--- src/hw/mmu_defs.svh ---
`ifndef MMU_DEFS_SVH
`define MMU_DEFS_SVH

// privilege encodings, same as mstatus.mpp
`define MMU_PRIV_USER        2'd0
`define MMU_PRIV_SUPERVISOR  2'd1
`define MMU_PRIV_MACHINE     2'd3

// cache command codes, 0 means no command
`define MMU_CMD_NONE     4'd0
`define MMU_CMD_LOAD     4'd1
`define MMU_CMD_STORE    4'd2
`define MMU_CMD_EXECUTE  4'd3

// number of fully associative entries, 2, 4 or 8
`define MMU_TLB_ENTRIES  4

// apb register offsets
`define MMU_REG_CTRL       8'h00
`define MMU_REG_TLB_INDEX  8'h04
`define MMU_REG_TLB_VPN    8'h08
`define MMU_REG_TLB_DATA   8'h0C

// sv32 pte flag positions inside the access tag
`define MMU_TAG_V  0
`define MMU_TAG_R  1
`define MMU_TAG_W  2
`define MMU_TAG_X  3
`define MMU_TAG_U  4
`define MMU_TAG_G  5
`define MMU_TAG_A  6
`define MMU_TAG_D  7

`endif
--- src/hw/mmu_pkg.sv ---
`default_nettype none

`include "mmu_defs.svh"

package mmu_pkg;

    typedef logic [1:0]  priv_t;
    typedef logic [3:0]  cache_cmd_t;
    typedef logic [31:0] vaddr_t;
    typedef logic [33:0] paddr_t;
    typedef logic [19:0] vpn_t;
    typedef logic [21:0] ppn_t;

    // V R W X U G A D, V in bit 0
    typedef logic [7:0]  access_tag_t;

    typedef logic [$clog2(`MMU_TLB_ENTRIES)-1:0] tlb_idx_t;

    // layout matches the CTRL register, satp_mode in bit 7
    typedef struct packed {
        logic  satp_mode;
        priv_t cur_priv;
        logic  mprv;
        logic  mxr;
        logic  sum;
        priv_t mpp;
    } mmu_ctrl_t;

    typedef struct packed {
        logic        valid;
        vpn_t        vpn;
        ppn_t        ppn;
        access_tag_t tag;
    } tlb_entry_t;

    typedef struct packed {
        cache_cmd_t cmd;
        vaddr_t     vaddr;
    } mmu_req_t;

    // request as seen one cycle later, with the match result
    typedef struct packed {
        cache_cmd_t  cmd;
        vaddr_t      vaddr;
        logic        hit;
        ppn_t        ppn;
        access_tag_t tag;
    } tlb_lookup_t;

    typedef struct packed {
        paddr_t paddr;
        logic   miss;
        logic   pagefault;
    } mmu_resp_t;

endpackage

`default_nettype wire

--- src/hw/mmu_top.sv ---
`timescale 1ns/1ps
`default_nettype none

module mmu_top
    import mmu_pkg::*;
(
    input  logic        clk,
    input  logic        rst_n,

    // apb3 slave
    input  logic        psel,
    input  logic        penable,
    input  logic        pwrite,
    input  logic [7:0]  paddr,
    input  logic [31:0] pwdata,
    output logic [31:0] prdata,
    output logic        pready,
    output logic        pslverr,

    // cache side, one request per cycle, no back-pressure
    input  logic        req_valid,
    input  mmu_req_t    req,
    output logic        resp_valid,
    output mmu_resp_t   resp
);

    mmu_ctrl_t   ctrl;
    logic        tlb_we;
    tlb_idx_t    tlb_widx;
    tlb_entry_t  tlb_wentry;
    logic        lookup_valid;
    tlb_lookup_t lookup;

    mmu_csr_apb u_csr (
        .clk        (clk),
        .rst_n      (rst_n),
        .psel       (psel),
        .penable    (penable),
        .pwrite     (pwrite),
        .paddr      (paddr),
        .pwdata     (pwdata),
        .prdata     (prdata),
        .pready     (pready),
        .pslverr    (pslverr),
        .ctrl       (ctrl),
        .tlb_we     (tlb_we),
        .tlb_widx   (tlb_widx),
        .tlb_wentry (tlb_wentry)
    );

    mmu_tlb u_tlb (
        .clk          (clk),
        .rst_n        (rst_n),
        .tlb_we       (tlb_we),
        .tlb_widx     (tlb_widx),
        .tlb_wentry   (tlb_wentry),
        .req_valid    (req_valid),
        .req          (req),
        .lookup_valid (lookup_valid),
        .lookup       (lookup)
    );

    mmu_access_check u_check (
        .lookup_valid (lookup_valid),
        .lookup       (lookup),
        .ctrl         (ctrl),
        .resp_valid   (resp_valid),
        .resp         (resp)
    );

endmodule

`default_nettype wire

--- src/hw/mmu_access_check.sv ---
`timescale 1ns/1ps
`default_nettype none

`include "mmu_defs.svh"

module mmu_access_check
    import mmu_pkg::*;
(
    input  logic        lookup_valid,
    input  tlb_lookup_t lookup,
    input  mmu_ctrl_t   ctrl,

    output logic        resp_valid,
    output mmu_resp_t   resp
);

    priv_t eff_priv;
    logic  bypass;
    logic  tag_r;
    logic  tag_w;
    logic  tag_x;
    logic  tag_u;
    logic  tag_a;
    logic  tag_d;
    logic  tag_valid;
    logic  pagefault;

    // mprv lets machine mode access memory with the mpp privilege
    assign eff_priv = ((ctrl.cur_priv == `MMU_PRIV_MACHINE) && ctrl.mprv) ?
                      ctrl.mpp : ctrl.cur_priv;

    assign bypass = (eff_priv == `MMU_PRIV_MACHINE) || !ctrl.satp_mode;

    assign tag_r = lookup.tag[`MMU_TAG_R];
    assign tag_w = lookup.tag[`MMU_TAG_W];
    assign tag_x = lookup.tag[`MMU_TAG_X];
    assign tag_u = lookup.tag[`MMU_TAG_U];
    assign tag_a = lookup.tag[`MMU_TAG_A];
    assign tag_d = lookup.tag[`MMU_TAG_D];

    // a leaf needs V plus at least one of R or X
    assign tag_valid = lookup.tag[`MMU_TAG_V] && (tag_r || tag_x);

    always_comb begin
        pagefault = 1'b0;
        if (!bypass && lookup.hit) begin
            if (!tag_valid) begin
                pagefault = 1'b1;
            end
            if (eff_priv == `MMU_PRIV_SUPERVISOR) begin
                if (tag_u && !ctrl.sum) begin
                    pagefault = 1'b1;
                end
            end else if (eff_priv == `MMU_PRIV_USER) begin
                if (!tag_u) begin
                    pagefault = 1'b1;
                end
            end
            if (!tag_a) begin
                pagefault = 1'b1;
            end else if (lookup.cmd == `MMU_CMD_STORE) begin
                if (!tag_d || !tag_w) begin
                    pagefault = 1'b1;
                end
            end else if (lookup.cmd == `MMU_CMD_LOAD) begin
                // executable pages count as readable when mxr is set
                if (!tag_r && !(ctrl.mxr && tag_x)) begin
                    pagefault = 1'b1;
                end
            end else if (lookup.cmd == `MMU_CMD_EXECUTE) begin
                if (!tag_x) begin
                    pagefault = 1'b1;
                end
            end
        end
    end

    always_comb begin
        if (bypass) begin
            resp.paddr = {2'b00, lookup.vaddr};
        end else if (lookup.hit) begin
            resp.paddr = {lookup.ppn, lookup.vaddr[11:0]};
        end else begin
            resp.paddr = '0;
        end
        resp.miss      = !bypass && !lookup.hit;
        resp.pagefault = pagefault;
    end

    assign resp_valid = lookup_valid;

endmodule

`default_nettype wire

--- src/hw/mmu_tlb.sv ---
`timescale 1ns/1ps
`default_nettype none

`include "mmu_defs.svh"

module mmu_tlb
    import mmu_pkg::*;
#(
    parameter int ENTRIES = `MMU_TLB_ENTRIES
) (
    input  logic        clk,
    input  logic        rst_n,

    input  logic        tlb_we,
    input  tlb_idx_t    tlb_widx,
    input  tlb_entry_t  tlb_wentry,

    input  logic        req_valid,
    input  mmu_req_t    req,

    output logic        lookup_valid,
    output tlb_lookup_t lookup
);

    logic [ENTRIES-1:0] valid_q;
    vpn_t               vpn_q [ENTRIES];
    ppn_t               ppn_q [ENTRIES];
    access_tag_t        tag_q [ENTRIES];

    vpn_t               req_vpn;
    logic               hit;
    ppn_t               hit_ppn;
    access_tag_t        hit_tag;

    // reset invalidates every entry
    always_ff @(posedge clk or negedge rst_n) begin
        if (!rst_n) begin
            valid_q <= '0;
        end else if (tlb_we) begin
            valid_q[tlb_widx] <= tlb_wentry.valid;
        end
    end

    always_ff @(posedge clk) begin
        if (tlb_we) begin
            vpn_q[tlb_widx] <= tlb_wentry.vpn;
            ppn_q[tlb_widx] <= tlb_wentry.ppn;
            tag_q[tlb_widx] <= tlb_wentry.tag;
        end
    end

    assign req_vpn = req.vaddr[31:12];

    // walk from the top down so the lowest matching index wins
    always_comb begin
        hit     = 1'b0;
        hit_ppn = '0;
        hit_tag = '0;
        for (int i = ENTRIES - 1; i >= 0; i--) begin
            if (valid_q[i] && (vpn_q[i] == req_vpn)) begin
                hit     = 1'b1;
                hit_ppn = ppn_q[i];
                hit_tag = tag_q[i];
            end
        end
    end

    always_ff @(posedge clk or negedge rst_n) begin
        if (!rst_n) begin
            lookup_valid <= 1'b0;
        end else begin
            lookup_valid <= req_valid;
        end
    end

    always_ff @(posedge clk) begin
        if (req_valid) begin
            lookup.cmd   <= req.cmd;
            lookup.vaddr <= req.vaddr;
            lookup.hit   <= hit;
            lookup.ppn   <= hit_ppn;
            lookup.tag   <= hit_tag;
        end
    end

endmodule

`default_nettype wire

--- src/hw/mmu_csr_apb.sv ---
`timescale 1ns/1ps
`default_nettype none

`include "mmu_defs.svh"

module mmu_csr_apb
    import mmu_pkg::*;
(
    input  logic       clk,
    input  logic       rst_n,

    input  logic       psel,
    input  logic       penable,
    input  logic       pwrite,
    input  logic [7:0] paddr,
    input  logic [31:0] pwdata,
    output logic [31:0] prdata,
    output logic       pready,
    output logic       pslverr,

    output mmu_ctrl_t  ctrl,
    output logic       tlb_we,
    output tlb_idx_t   tlb_widx,
    output tlb_entry_t tlb_wentry
);

    logic access;
    logic wr_en;
    logic addr_ok;
    vpn_t vpn_r;

    // no wait states, every transfer is setup plus one access cycle
    assign pready = 1'b1;
    assign access = psel & penable;
    assign wr_en  = access & pwrite & addr_ok;

    always_comb begin
        case (paddr)
            `MMU_REG_CTRL,
            `MMU_REG_TLB_INDEX,
            `MMU_REG_TLB_VPN,
            `MMU_REG_TLB_DATA: addr_ok = 1'b1;
            default:           addr_ok = 1'b0;
        endcase
    end

    assign pslverr = access & ~addr_ok;

    // TLB_DATA is write only and reads as zero
    always_comb begin
        case (paddr)
            `MMU_REG_CTRL:      prdata = {24'd0, ctrl};
            `MMU_REG_TLB_INDEX: prdata = 32'(tlb_widx);
            `MMU_REG_TLB_VPN:   prdata = {12'd0, vpn_r};
            default:            prdata = 32'd0;
        endcase
    end

    always_ff @(posedge clk or negedge rst_n) begin
        if (!rst_n) begin
            ctrl     <= '0;
            tlb_widx <= '0;
            vpn_r    <= '0;
        end else if (wr_en) begin
            case (paddr)
                `MMU_REG_CTRL:      ctrl     <= mmu_ctrl_t'(pwdata[7:0]);
                `MMU_REG_TLB_INDEX: tlb_widx <= tlb_idx_t'(pwdata);
                `MMU_REG_TLB_VPN:   vpn_r    <= pwdata[19:0];
                default: begin
                end
            endcase
        end
    end

    // fill strobe lasts exactly the access cycle, so the TLB
    // takes the entry on the same edge that ends the transfer
    assign tlb_we = wr_en & (paddr == `MMU_REG_TLB_DATA);

    always_comb begin
        tlb_wentry.valid = 1'b1;
        tlb_wentry.vpn   = vpn_r;
        tlb_wentry.ppn   = pwdata[29:8];
        tlb_wentry.tag   = pwdata[7:0];
    end

endmodule

`default_nettype wire

--- config.mk ---
export PLATFORM = sky130hd
export DESIGN_NAME = mmu_top
export DESIGN_NICKNAME = d
export VERILOG_FILES = /design/src/hw/mmu_pkg.sv /design/src/hw/mmu_top.sv /design/src/hw/mmu_access_check.sv /design/src/hw/mmu_tlb.sv /design/src/hw/mmu_csr_apb.sv
export VERILOG_INCLUDE_DIRS = /design/src /design/src/hw
export SDC_FILE = /design/constraint.sdc
export NUM_CORES = 1
export LEC_CHECK = 0
export BUFFER_PORTS_ARGS = -buffer_cell sky130_fd_sc_hd__buf_4
export CORE_UTILIZATION = 50
export CTS_CLUSTER_DIAMETER = 40
export CTS_CLUSTER_SIZE = 8
export DETAILED_ROUTE_END_ITERATION = 6
export GPL_TIMING_DRIVEN = 0
export HOLD_SLACK_MARGIN = 0.02
export PLACE_DENSITY = 0.71
export RECOVER_POWER = 100
export SKIP_CTS_REPAIR_TIMING = 1
export SYNTH_ARGS = -nofsm -noshare
export SYNTH_HDL_FRONTEND = slang
export SYNTH_SLANG_ARGS = --single-unit
--- constraint.sdc ---
create_clock -name clk -period 9.85 [get_ports clk]
set_clock_uncertainty 0.1 [all_clocks]
set_input_delay 0.4925 -clock clk [delete_from_list [all_inputs] [get_ports clk]]
set_output_delay 0.4925 -clock clk [all_outputs]
set_load 0.05 [all_outputs]
### After elaboration in Yosys (flattened, before gate mapping)

Memory sizes are Yosys's and may differ from the RTL's.
Cells that the tools add are included.

| operators by class | value |
|---|---|
| $lt $le $gt $ge | 2 |
| equal/unequal tests | 13 |
| muxes and demuxes | 31 |
| bitwise gates (word level) | 7 |
| reductions and logical operators | 30 |

Operator list:

| kind | count |
|---|---|
| $mux 22 | 4 |
| $eq 20x20->1 | 4 |
| $mux 34 | 2 |
| $pmux 20 s3 | 1 |
| $mux 8 | 4 |
| $mux 1 | 18 |
| $eq 8x4->1 const B | 2 |
| $logic_and 1x1->1 | 12 |
| $eq 4x2->1 const B | 2 |
| $eq 8x3->1 const B | 1 |
| $logic_not 1->1 | 8 |
| $logic_not 8->1 | 1 |
| $reduce_and 2->1 | 3 |
| $and 1x1->1 | 5 |
| $eq 2x2->1 const B | 2 |
| $eq 4x1->1 const B | 1 |
| $or 4x4->4 | 1 |
| $reduce_or 4->1 | 1 |
| $logic_or 1x1->1 | 3 |
| $lt 2x3->1 const B | 1 |
| $reduce_or 3->1 | 1 |
| $demux 1 s2 | 1 |
| $eq 2x1->1 const B | 1 |
| $ge 2x1->1 const B | 1 |
| 3 further kinds | 3 |

| storage, ports and cells | value |
|---|---|
| flip-flop bits (word level) | 102 |
| RAM bits | 200 |
| input port bits | 82 |
| output and inout port bits | 71 |
| memories | 3 |

Memory list:

| memory | words | bits a word | rd ports | clocked after memory_dff | write ports | line | text |
|---|---|---|---|---|---|---|---|
| u_tlb.ppn_q | 4 | 22 | 4 | 0 | 1 | mmu_tlb.sv:27 | `ppn_t ppn_q [ENTRIES];` |
| u_tlb.vpn_q | 4 | 20 | 4 | 0 | 1 | mmu_tlb.sv:26 | `vpn_t vpn_q [ENTRIES];` |
| u_tlb.tag_q | 4 | 8 | 4 | 0 | 1 | mmu_tlb.sv:28 | `access_tag_t tag_q [ENTRIES];` |

### Depth between registers and ports, before layout

Gate-level depths: netlist of the first run.

| logic depth | value |
|---|---|
| depth in word-level cells | 12 |
| mapped depth | 9 |
| gate-level depth less buffers | 6 |

### Modules after synthesis

Synthesis of the first run repeated with hierarchy kept, for this count alone.

| unflattened totals | value |
|---|---|
| cells, all modules | 881 |
| area, all modules | 12,876.1 sq um |

Modules (own cells, without submodules):

| module | instances | cells each | area an instance (sq um) | sequential area each (sq um) |
|---|---|---|---|---|
| mmu_tlb | 1 | 618 | 10,478.8 | 8,142.8 |
| mmu_csr_apb | 1 | 157 | 1,864.3 | 750.7 |
| mmu_access_check | 1 | 106 | 533.0 | 0.0 |

### Least setup slack after synthesis of the first run

OpenSTA, ideal clock, no wires.

| timing | value |
|---|---|
| path kind | input to register |
| from | input paddr[5] |
| to | memory u_tlb.ppn_q[0][0] (netlist name), enable pin |
| arrival time | 3.443 ns |
| path slack | 5.844 ns |
| stages | 4 |
| buffers on the path | 0 |
| cell sequence | nor4_1 > nand2_1 > nor4_1 > nor2b_1 |

| between the ends | value |
|---|---|
| cells in the longest elaborated chain, start to end | 7 |
| elaborated cells between the ends (all ways) | 10 |

Ends and longest elaborated chain:

| element | line | text |
|---|---|---|
| from (decl) | mmu_top.sv:14 | `input logic [7:0] paddr,` |
| $eq 8x3->1, or another cell as far along | mmu_csr_apb.sv:38 | `case (paddr)` |
| $reduce_or 4->1 | mmu_csr_apb.sv:38 |  |
| $mux 1 | mmu_csr_apb.sv:38 |  |
| $and 1x1->1 | mmu_csr_apb.sv:35 | `assign wr_en = access & pwrite & addr_ok;` |
| $and 1x1->1 * | mmu_csr_apb.sv:77 | `` assign tlb_we = wr_en & (paddr == `MMU_REG_TLB_DATA); `` |
| $mux 1 * | mmu_tlb.sv:45 | `if (tlb_we) begin` |
| $mux 1 (not written as such) * | mmu_tlb.sv:47 | `ppn_q[tlb_widx] <= tlb_wentry.ppn;` |
| to (decl) | mmu_tlb.sv:27 |  |

Mark *: on every way between the ends. The rest lies on a longest branch, timed or not.

### Worst setup path in the final report of the first run

| timing | value |
|---|---|
| from | input paddr[5] |
| to | memory u_tlb.vpn_q[0][17] (netlist name), enable pin |

| between the ends | value |
|---|---|
| cells in the longest elaborated chain, start to end | 7 |
| elaborated cells between the ends (all ways) | 10 |

Ends and longest elaborated chain:

| element | line | text |
|---|---|---|
| $eq 8x3->1, or another cell as far along | mmu_csr_apb.sv:38 |  |
| $reduce_or 4->1 | mmu_csr_apb.sv:38 |  |
| $mux 1 | mmu_csr_apb.sv:38 |  |
| $and 1x1->1 | mmu_csr_apb.sv:35 |  |
| $and 1x1->1 * | mmu_csr_apb.sv:77 |  |
| $mux 1 * | mmu_tlb.sv:45 |  |
| $mux 1 (not written as such) * | mmu_tlb.sv:46 | `vpn_q[tlb_widx] <= tlb_wentry.vpn;` |
| to (decl) | mmu_tlb.sv:26 |  |

Marks and branches as above.

==> metrics, run 1 <==
top-count cell post-synth edfxtp_1; Fin. Hold Viols 0; Nets 1084; grt met2 use approximately two fifths; Num CTS Buffers 45; crit start category input pin; placed insts 1273; RR Startpoint u_csr.tlb_widx[0]$_DFFE_PN0P_; GRT busiest layer met2; RSZ-0062 raised after global routing false; vias in the first global route approximately 7600; grt met1 use 33.0%; minimum clock period ~5000 ps; synth top area cells edfxtp_1 65%, dfrtp_1 7.2%, xnor2_1 4.6%, nor2_1 2.2%, mux2_1 2.0%; H-tree depth 2; Worst EP arrival between 4000 and 5000 ps; post-route ant nets 0; Fill cells roughly 1900; CTS Sinks between 200 and 300; FF/Latch Area 0.00874 mm²; post-synthesis cell type count just over 40; layout cell share with drive strength beyond 1 between 10% and 20%; Slew headroom -158%; Max Root-Sink Buffers 3; synthesized area ~0.012 mm²; VDD IR-drop max ~130 µV; worst skew pair latency about 520 ps; # port buffers approximately 140; die area 0.0249 mm²; hold_sp req[35]; grt met3 use 4.24%; Yosys top cell by area edfxtp_1; Vias 7544; most frequent cells after synthesis 262 x edfxtp_1, 72 x nor2_1, 64 x xnor2_1; Min Hold Slack approximately 66 ps; row count 56; routability cong. just over 0.8; Root Driver clkbuf_16; router iterations before antenna repair 5; Overall Power 2.94 mW; gate count after technology mapping roughly 800; final cell count without fillers 1355; fmax approximately 200 MHz; # diodes 0; first-pass GRT wire length between 40 and 50 mm; GRT Total Usage between 20% and 30%; DR DRC count 0; Worst Setup SP paddr[5]; post-synthesis sequential area ratio a little under three quarters; max cap viols 7; Crit Path Category in -> reg; status finished with violations; post-DR vias/cell roughly 5.6; drt wl/cell 21.5 µm; Tcrit/Tclk final about half; die height approximately 160 µm; Post-Route Setup TNS 0 ps; worst slew pin tran between 3000 and 4000 ps; EDFF count, synth between 200 and 300; Yosys reg bits around 300; final count of pins violating max slew between 200 and 250; pwr dens slightly above 200 mW/mm²; syn avg cell area ~15 µm²; area delta synth->final 19.6%; CP Max Fanout 26; grt total ovfl 0; CTS tree done; Synth Flop Type edfxtp_1; core area ~0.024 mm²; share of flip-flops with an asynchronous set or reset around an eighth; drt initial violations between 500 and 600; post-synth top area share around two thirds; failing checks max-capacitance violations, max-slew violations; DRT Wirelength a little under 30 mm; number of endpoints failing setup at the final stage 0; largest net degree at the start of global routing ~70; crit path capture type flip-flop; I/O pins approximately 150; Multi-input gate area slightly above 0.003 mm²; required time of the critical path 9860 ps; clock-pin transition on the worst setup and hold timing paths 50 ps; Synth warnings 0; Hold Path Class in -> reg; Die Width between 150 and 200 µm; initial core utilization about half; initial antenna violation count 0; leakage roughly 5.4 nW; DP HPWL a little under 20 mm
placed cells by master, fill, tap and decap left out, types with 16 or more instances in the layout:
| cell | count |
|---|---|
| a221oi_1 | 24 |
| a41oi_1 | 28 |
| and2_1 | 18 |
| and3_1 | 37 |
| buf_2 | 16 |
| buf_4 | 35 |
| clkbuf_1 | 156 |
| clkbuf_16 | 45 |
| clkbuf_4 | 19 |
| dfrtp_1 | 35 |
| edfxtp_1 | 262 |
| mux2_1 | 22 |
| nand2_1 | 50 |
| nor2_1 | 72 |
| o21ai_0 | 23 |
| xnor2_1 | 64 |
| xor2_1 | 16 |
final timing paths:
check                                               end  slack, ps  cells past startpoint
max                        u_tlb.vpn_q[0][17]$_DFFE_PP_       4950                      6
min                          u_tlb.lookup[66]$_DFFE_PP_         70                      1
max reg2reg                u_tlb.vpn_q[0][17]$_DFFE_PP_       5070                      3
min reg2reg                u_tlb.valid_q[2]$_DFFE_PN0P_        360                      1
max in group asynchronous  u_tlb.valid_q[1]$_DFFE_PN0P_       7320                      2
min in group asynchronous    u_csr.vpn_r[1]$_DFFE_PN0P_       1070                      2
cells by family (layout without fill, tap and decap cells):
group	count (synthesis)	in the layout	synth area share, %
AOI/OAI and AO/OA	90	90	6.15
xor gates and xnor gates	80	80	5.76
buffers and inverters	66	290	3.04
DFF	297	297	71.9
muxes	38	38	3.68
other	2	13	0.0618
and+or+nand+nor	228	228	9.38
per-layer routing:
metal  up-vias  share of wire, %
li1       3397                 -
met1      3743                42
met2       344                48
met3        60               7.4
met4         0               2.5
met5         -                 0
flip-flops by register name, indices dropped and copies added (netlist names):
register            count
u_tlb.lookup           66
u_tlb.lookup_valid      1
u_tlb.valid_q           4
u_csr.tlb_widx          2
u_csr.vpn_r            20
u_tlb.ppn_q            88
u_tlb.tag_q            28
u_csr.ctrl              8
u_tlb.vpn_q            80
power by group:
group	internal [mW]	switching [mW]	total, mW
Combinational	0.0397	0.103	0.143
Clock	0.880	0.514	1.39
Sequential	1.39	0.00879	1.40
final cells by class:
class	count	area share (%)
Tap cell	319	2.75
Timing Repair Buffer	143	4.74
Buffer	61	2.28
Multi-Input combinational cell	449	20.9
Inverter	5	0.129
Clock inverter	8	0.508
Clock buffer	73	8.54
Sequential cell	297	60.1
through the flow:
step	utilization [%]	instance area (µm²)	worst slack, ps
final	61.4	14500	4950
after floorplan	-	12200	5840
after global routing	61.4	14500	4560
after CTS	63.7	15100	6490
after global placement	57.5	13600	3880
after detailed placement	58.1	13800	6420
worst max-delay path, stage by stage:
cell and delay (ps):
clkbuf_4 110, nor4_1 260, nand2_1 190, nor4_1 340
nor2b_1 2220, clkbuf_1 1290
Power figures use the tool's default switching activity.
==> inputs of run 2 (changes only) <==
- ABC_AREA: unset -> 1
- clock period: 9.85 -> 4.9 ns (I/O delays scaled with it)
==> metrics, run 2 <==
crit path capture type flip-flop; Die Width approximately 160 µm; setup slack, reg-to-reg 1250 ps; CTS tree done; post-route ant nets 0; clock-pin transition on the worst setup and hold timing paths ~50 ps; RR Startpoint u_csr.tlb_widx[1]$_DFFE_PN0P_; initial antenna violation count 0; drt initial violations between 800 and 900; post-DR vias/cell roughly 5.2; Max Root-Sink Buffers 3; GRT Total Usage 25.7%; reg2reg path depth 6; final instance area approximately 0.016 mm²; failing checks max-capacitance violations, max-slew violations; Overall Power just under 6 mW; Hold Path Class in -> reg; hold_sp paddr[3]; Post-Route Setup TNS 0 ps; required time of the critical path between 5000 and 6000 ps; minimum clock period 3680 ps; crit start category input pin; CTS Sinks between 200 and 300; pwr dens approximately 380 mW/mm²; status finished with violations; router iterations before antenna repair 5; leakage between 6 and 7 nW; synthesized area 0.0126 mm²; Reg with most FFs u_tlb.ppn_q; Slew headroom -155%; final count of pins violating max slew about 180; DP HPWL 22.9 mm; Slowest-stage cell, CP nor3_1; RSZ-0062 raised after global routing false; final cell count without fillers 1767; routability cong. a little over 0.9; die height approximately 160 µm; placed insts 1627; commonest non-fill, non-tap cell in the layout edfxtp_1; Setup WS pre-CTS approximately 1800 ps; post-synth top area share approximately 62%; Post-DP Area 0.0143 mm²; most frequent cells after synthesis 262 x edfxtp_1, 234 x nand2_1, 218 x nor2_1; Synth warnings 0; area delta synth->final 24.3%; # port buffers 137; CP max stage delay 1200 ps; grt total ovfl 0; share of flip-flops with an asynchronous set or reset a little under an eighth; synth top area cells edfxtp_1 62%, nand2_1 7.0%, dfrtp_1 6.9%, nor2_1 6.5%, inv_1 3.6%; number of endpoints failing setup at the final stage 0; worst slew pin tran between 3000 and 4000 ps; DRT Wirelength ~33 mm; max cap viols 6; Fin. Hold Viols 0; first-pass GRT wire length ~50 mm; fmax between 200 and 300 MHz; layout cell share with drive strength beyond 1 about a tenth; Root Driver clkbuf_16; core area 0.0245 mm²; Crit Path Category in -> reg; vias in the first global route 8551; post-synthesis sequential area ratio 69.3%; worst skew pair latency between 500 and 600 ps; Hold Path Depth 4; DR DRC count 0; Vias between 9000 and 10000; post-synthesis cell type count 35; Yosys top cell by area edfxtp_1; Nets 1499; Worst EP arrival 3800 ps; utilization after layout a little under two thirds; Synth Flop Type edfxtp_1; largest net degree at the start of global routing between 60 and 70; Worst Hold Path EP u_csr.tlb_widx[0]$_DFFE_PN0P_; CP Max Fanout 10; max FFs per register between 80 and 90; Tcrit/Tclk final between 70% and 80%; EDFF count, synth ~260; # diodes 0; final worst slack between 1000 and 1500 ps; most frequent cells in the layout 262 x edfxtp_1, 235 x nand2_1, 219 x nor2_1, 152 x clkbuf_1, 121 x inv_1; drt wl/cell approximately 19 µm; initial core utilization approximately half; I/O pins between 150 and 200; worst-path cell chain buf_4 -> nor2_1 -> nand3_1 -> nor4_1 -> inv_1 -> nor3_1 -> clkbuf_1 -> clkbuf_1 -> buf_6 -> buf_6; Num CTS Buffers 45; Yosys reg bits a little under 300; Min Hold Slack ~27 ps; syn avg cell area 11.1 µm²; top-count cell post-synth edfxtp_1; VDD IR-drop max approximately 240 µV; row count 57; largest registers u_tlb.ppn_q (88), u_tlb.vpn_q (80), u_tlb.lookup (66); r2r endpoint u_tlb.ppn_q[3][13]$_DFFE_PP_; gate count after technology mapping 1141; die area approximately 0.026 mm²; H-tree depth 2
[run 2: changes by cell type after synthesis, sizes merged, moves of 28 or more]
cell	change
nand2	+185
nor2	+150
inv	+130
xnor2	-54
and3	-37
o21ai	+33
a221oi	-30
a41oi	-28
[run 2: power breakdown]
| part | internal [mW] | switching [mW] | total [mW] |
|---|---|---|---|
| logic | 0.109 | 0.235 | 0.344 |
| clock network | 1.77 | 1.03 | 2.80 |
| registers | 2.80 | 0.0185 | 2.81 |
[run 2: cells by family (layout without fill, tap and decap cells)]
group,Yosys count,in the layout,share of synthesized area (%)
other,2,13,0.0595
XOR/XNOR,17,17,1.18
AND/OR/NAND/NOR,514,514,16.6
flip-flops,297,297,69.3
buffers and inverters,183,474,6.26
multiplexers,12,12,1.19
AO/OA/AOI/OAI,116,116,5.39
[run 2: per-layer routing]
layer	part of all wire, %	vias up	track usage (%)	routed length (µm)
met4	2.3	0	7.25	762
met1	41	4443	35.9	13800
met5	0	-	0	0
met2	48	430	41.9	16000
li1	-	4333	-	-
met3	8.3	53	4.21	2770
[run 2: final cells by class]
| type | instances | area, µm² |
|---|---|---|
| clock inverter | 7 | 66.3 |
| inverter | 135 | 507 |
| buffer | 48 | 272 |
| multi-input combinational | 672 | 3070 |
| clock buffer | 66 | 1230 |
| fill | 1957 | 8850 |
| tap | 324 | 405 |
| timing repair buffer | 218 | 1380 |
| sequential | 297 | 8740 |
[run 2: worst max path at each step]
stage                         startpoint                            to  slack [ps]  cells after the start
3_3_place_gp                    paddr[1]  u_tlb.valid_q[3]$_DFFE_PN0P_       -2900                      7
4_1_cts        u_csr.ctrl[0]$_DFFE_PN0P_                       resp[0]        1790                     10
2_1_floorplan                   paddr[1]   u_tlb.ppn_q[3][0]$_DFFE_PP_          70                      5
5_1_grt                         paddr[5]  u_tlb.ppn_q[3][13]$_DFFE_PP_         880                     10
3_5_place_dp                    paddr[1]  u_tlb.ppn_q[3][12]$_DFFE_PP_        1790                     10
6_report                        paddr[1]  u_tlb.ppn_q[3][13]$_DFFE_PP_        1220                     10
[run 2: worst max-delay path, delay by kind of cell]
kind	cells	cell delay, ps
simple gates	4	1780
buf+inv	6	1770
==> inputs of run 3 (changes only) <==
- ABC_AREA: 1 -> 0
- clock period: 4.9 -> 3.75 ns (I/O delays scaled with it)
==> metrics, run 3 (synthesized netlist as in run 1, its figures left out) <==
CTS tree done; crit start category input pin; Crit Path Category in -> reg; largest registers u_tlb.ppn_q (88), u_tlb.vpn_q (80), u_tlb.lookup (66); DR DRC count 0; RSZ-0062 raised after global routing false; Nets around 1200; Root Driver clkbuf_16; grt total ovfl 0; worst skew pair latency 530 ps; Vias ~8000; GRT Total Usage about a quarter; combinational share of power approximately 5.7%; Overall Power between 7 and 8 mW; Hold Path Class in -> reg; final count of pins violating max slew around 190; core area between 0.02 and 0.025 mm²; Critical Path Most Common Cell clkbuf_1; die area 0.0249 mm²; status finished with violations; Slowest-stage cell, CP nor4_2; Max Root-Sink Buffers 3; I/O pins approximately 150; Net Sw Frac between 20% and 30%; required time of the critical path about 3900 ps; max FFs per register 88; crit-path leading delay family buffers and inverters; Setup WS pre-CTS approximately 630 ps; failing checks max-capacitance violations, max-slew violations; VDD IR-drop max between 300 and 400 µV; number of endpoints failing setup at the final stage 0; CP max stage delay between 500 and 600 ps; die height ~160 µm; vias in the first global route around 7600; area delta synth->final 26.0%; # diodes 0; router iterations before antenna repair 5; Num CTS Buffers 45; commonest non-fill, non-tap cell in the layout edfxtp_1; Worst EP arrival ~3400 ps; H-tree depth 2; pwr dens 508 mW/mm²; Slew headroom -47.9%; CP bufs+invs 4; worst slew pin tran 2220 ps; leakage 5.75 nW; Die Width between 150 and 200 µm; first-pass GRT wire length between 40 and 50 mm; post-DR vias/cell roughly 5.5; minimum clock period 3300 ps; fmax a little over 300 MHz; final worst slack roughly 450 ps; drt wl/cell 21.2 µm; initial core utilization 51.3%; initial antenna violation count 0; row count 56; worst-path cell chain dlygate4sd3_1 -> clkbuf_1 -> xnor2_1 -> nand4_1 -> nor4_2 -> buf_2 -> nand2_1 -> clkbuf_1 -> a41oi_1 -> a221oi_1; crit path capture type flip-flop; power share of the clock group 47.1%; clock-pin transition on the worst setup and hold timing paths about 50 ps; Reg with most FFs u_tlb.ppn_q; Int Power about 6 mW; Tcrit/Tclk final between 80 and 90%; largest net degree at the start of global routing 68; Fin. Hold Viols 0; sequential share of power a little under half; net switching power 1.66 mW; Fill cells roughly 1900; CP Max Fanout 10; DRT Wirelength 30.1 mm; max cap viols 6; layout cell share with drive strength beyond 1 roughly 15%; routability cong. roughly 0.8; DP HPWL between 15 and 20 mm; drt initial violations roughly 610; post-route ant nets 0; # port buffers about 140; CTS Sinks ~300; most frequent cells in the layout 262 x edfxtp_1, 140 x clkbuf_1, 72 x nor2_1, 68 x dlygate4sd3_1, 64 x xnor2_1
## run 3: cell count changes in the layout (fill, tap and decap cells not counted), sizes merged, moves of 22 or more
cell    delta
xnor2     +54
nor2     -150
o21ai     -33
and2      +25
a22o      -22
inv      -130
nand2    -185
a41oi     +28
and3      +37
a21oi     -26
a221oi    +30
## run 3: final timing paths
| path | startpoint | endpoint | slack, ps | cells after the start |
|---|---|---|---|---|
| max | req[29] | u_tlb.lookup[8]$_DFFE_PP_ | 450 | 10 |
| min | paddr[2] | u_csr.tlb_widx[1]$_DFFE_PN0P_ | 100 | 3 |
| max reg2reg | u_csr.tlb_widx[0]$_DFFE_PN0P_ | u_tlb.ppn_q[2][12]$_DFFE_PP_ | 560 | 3 |
| min reg2reg | u_tlb.valid_q[3]$_DFFE_PN0P_ | u_tlb.valid_q[3]$_DFFE_PN0P_ | 360 | 1 |
| max in group asynchronous | rst_n | u_tlb.valid_q[1]$_DFFE_PN0P_ | 1510 | 2 |
| min in group asynchronous | rst_n | u_csr.vpn_r[1]$_DFFE_PN0P_ | 770 | 2 |
## run 3: per-stage QoR
| stage | cell area, µm² | util (%) | setup TNS [ps] | std cells | hold WS (ps) |
|---|---|---|---|---|---|
| finish | 15300 | 64.7 | 0 | 1422 | 101 |
| global route | 15300 | 64.7 | 0 | 1422 | 100 |
| CTS | 15100 | 63.7 | 0 | 1354 | -431 |
| detailed placement | 13800 | 58.1 | 0 | 1273 | 108 |
| global placement | 13600 | 57.5 | -175420 | 1268 | 111 |
| floorplan | 12200 | - | 0 | 812 | -208 |
## run 3: power by group through the flow
stage | clock [mW] | combinational, mW | sequential, mW
finish | 3.66 | 0.442 | 3.67
global route | 3.87 | 0.476 | 3.67
CTS | 3.69 | 0.429 | 3.67
detailed placement | 0 | 0.427 | 3.73
global placement | 0 | 0.422 | 3.73
floorplan | 0 | 0.233 | 3.72
## run 3: cell type report
cell class	instances	area [µm²]	area share, %
Sequential cell	297	8740	57.1
Multi-Input combinational cell	449	3050	19.9
Timing Repair Buffer	210	1470	9.59
Clock buffer	73	1240	8.10
Tap cell	319	399	2.60
Buffer	61	332	2.16
Clock inverter	8	73.8	0.482
Inverter	5	18.8	0.122
## run 3: tightest hold or removal path: cells and delay by family
family	cells	cell delay, ps
multiplexers	1	140
buffers and inverters	1	130
AND/OR/NAND/NOR	1	220
## run 3: per-layer routing
metal	vias to the layer above	global-route usage, %	part of all wire, %
li1	3527	-	-
met4	0	7.86	2.2
met3	50	4.24	6.7
met5	-	0	0
met2	341	39.4	49
met1	3860	33.0	42
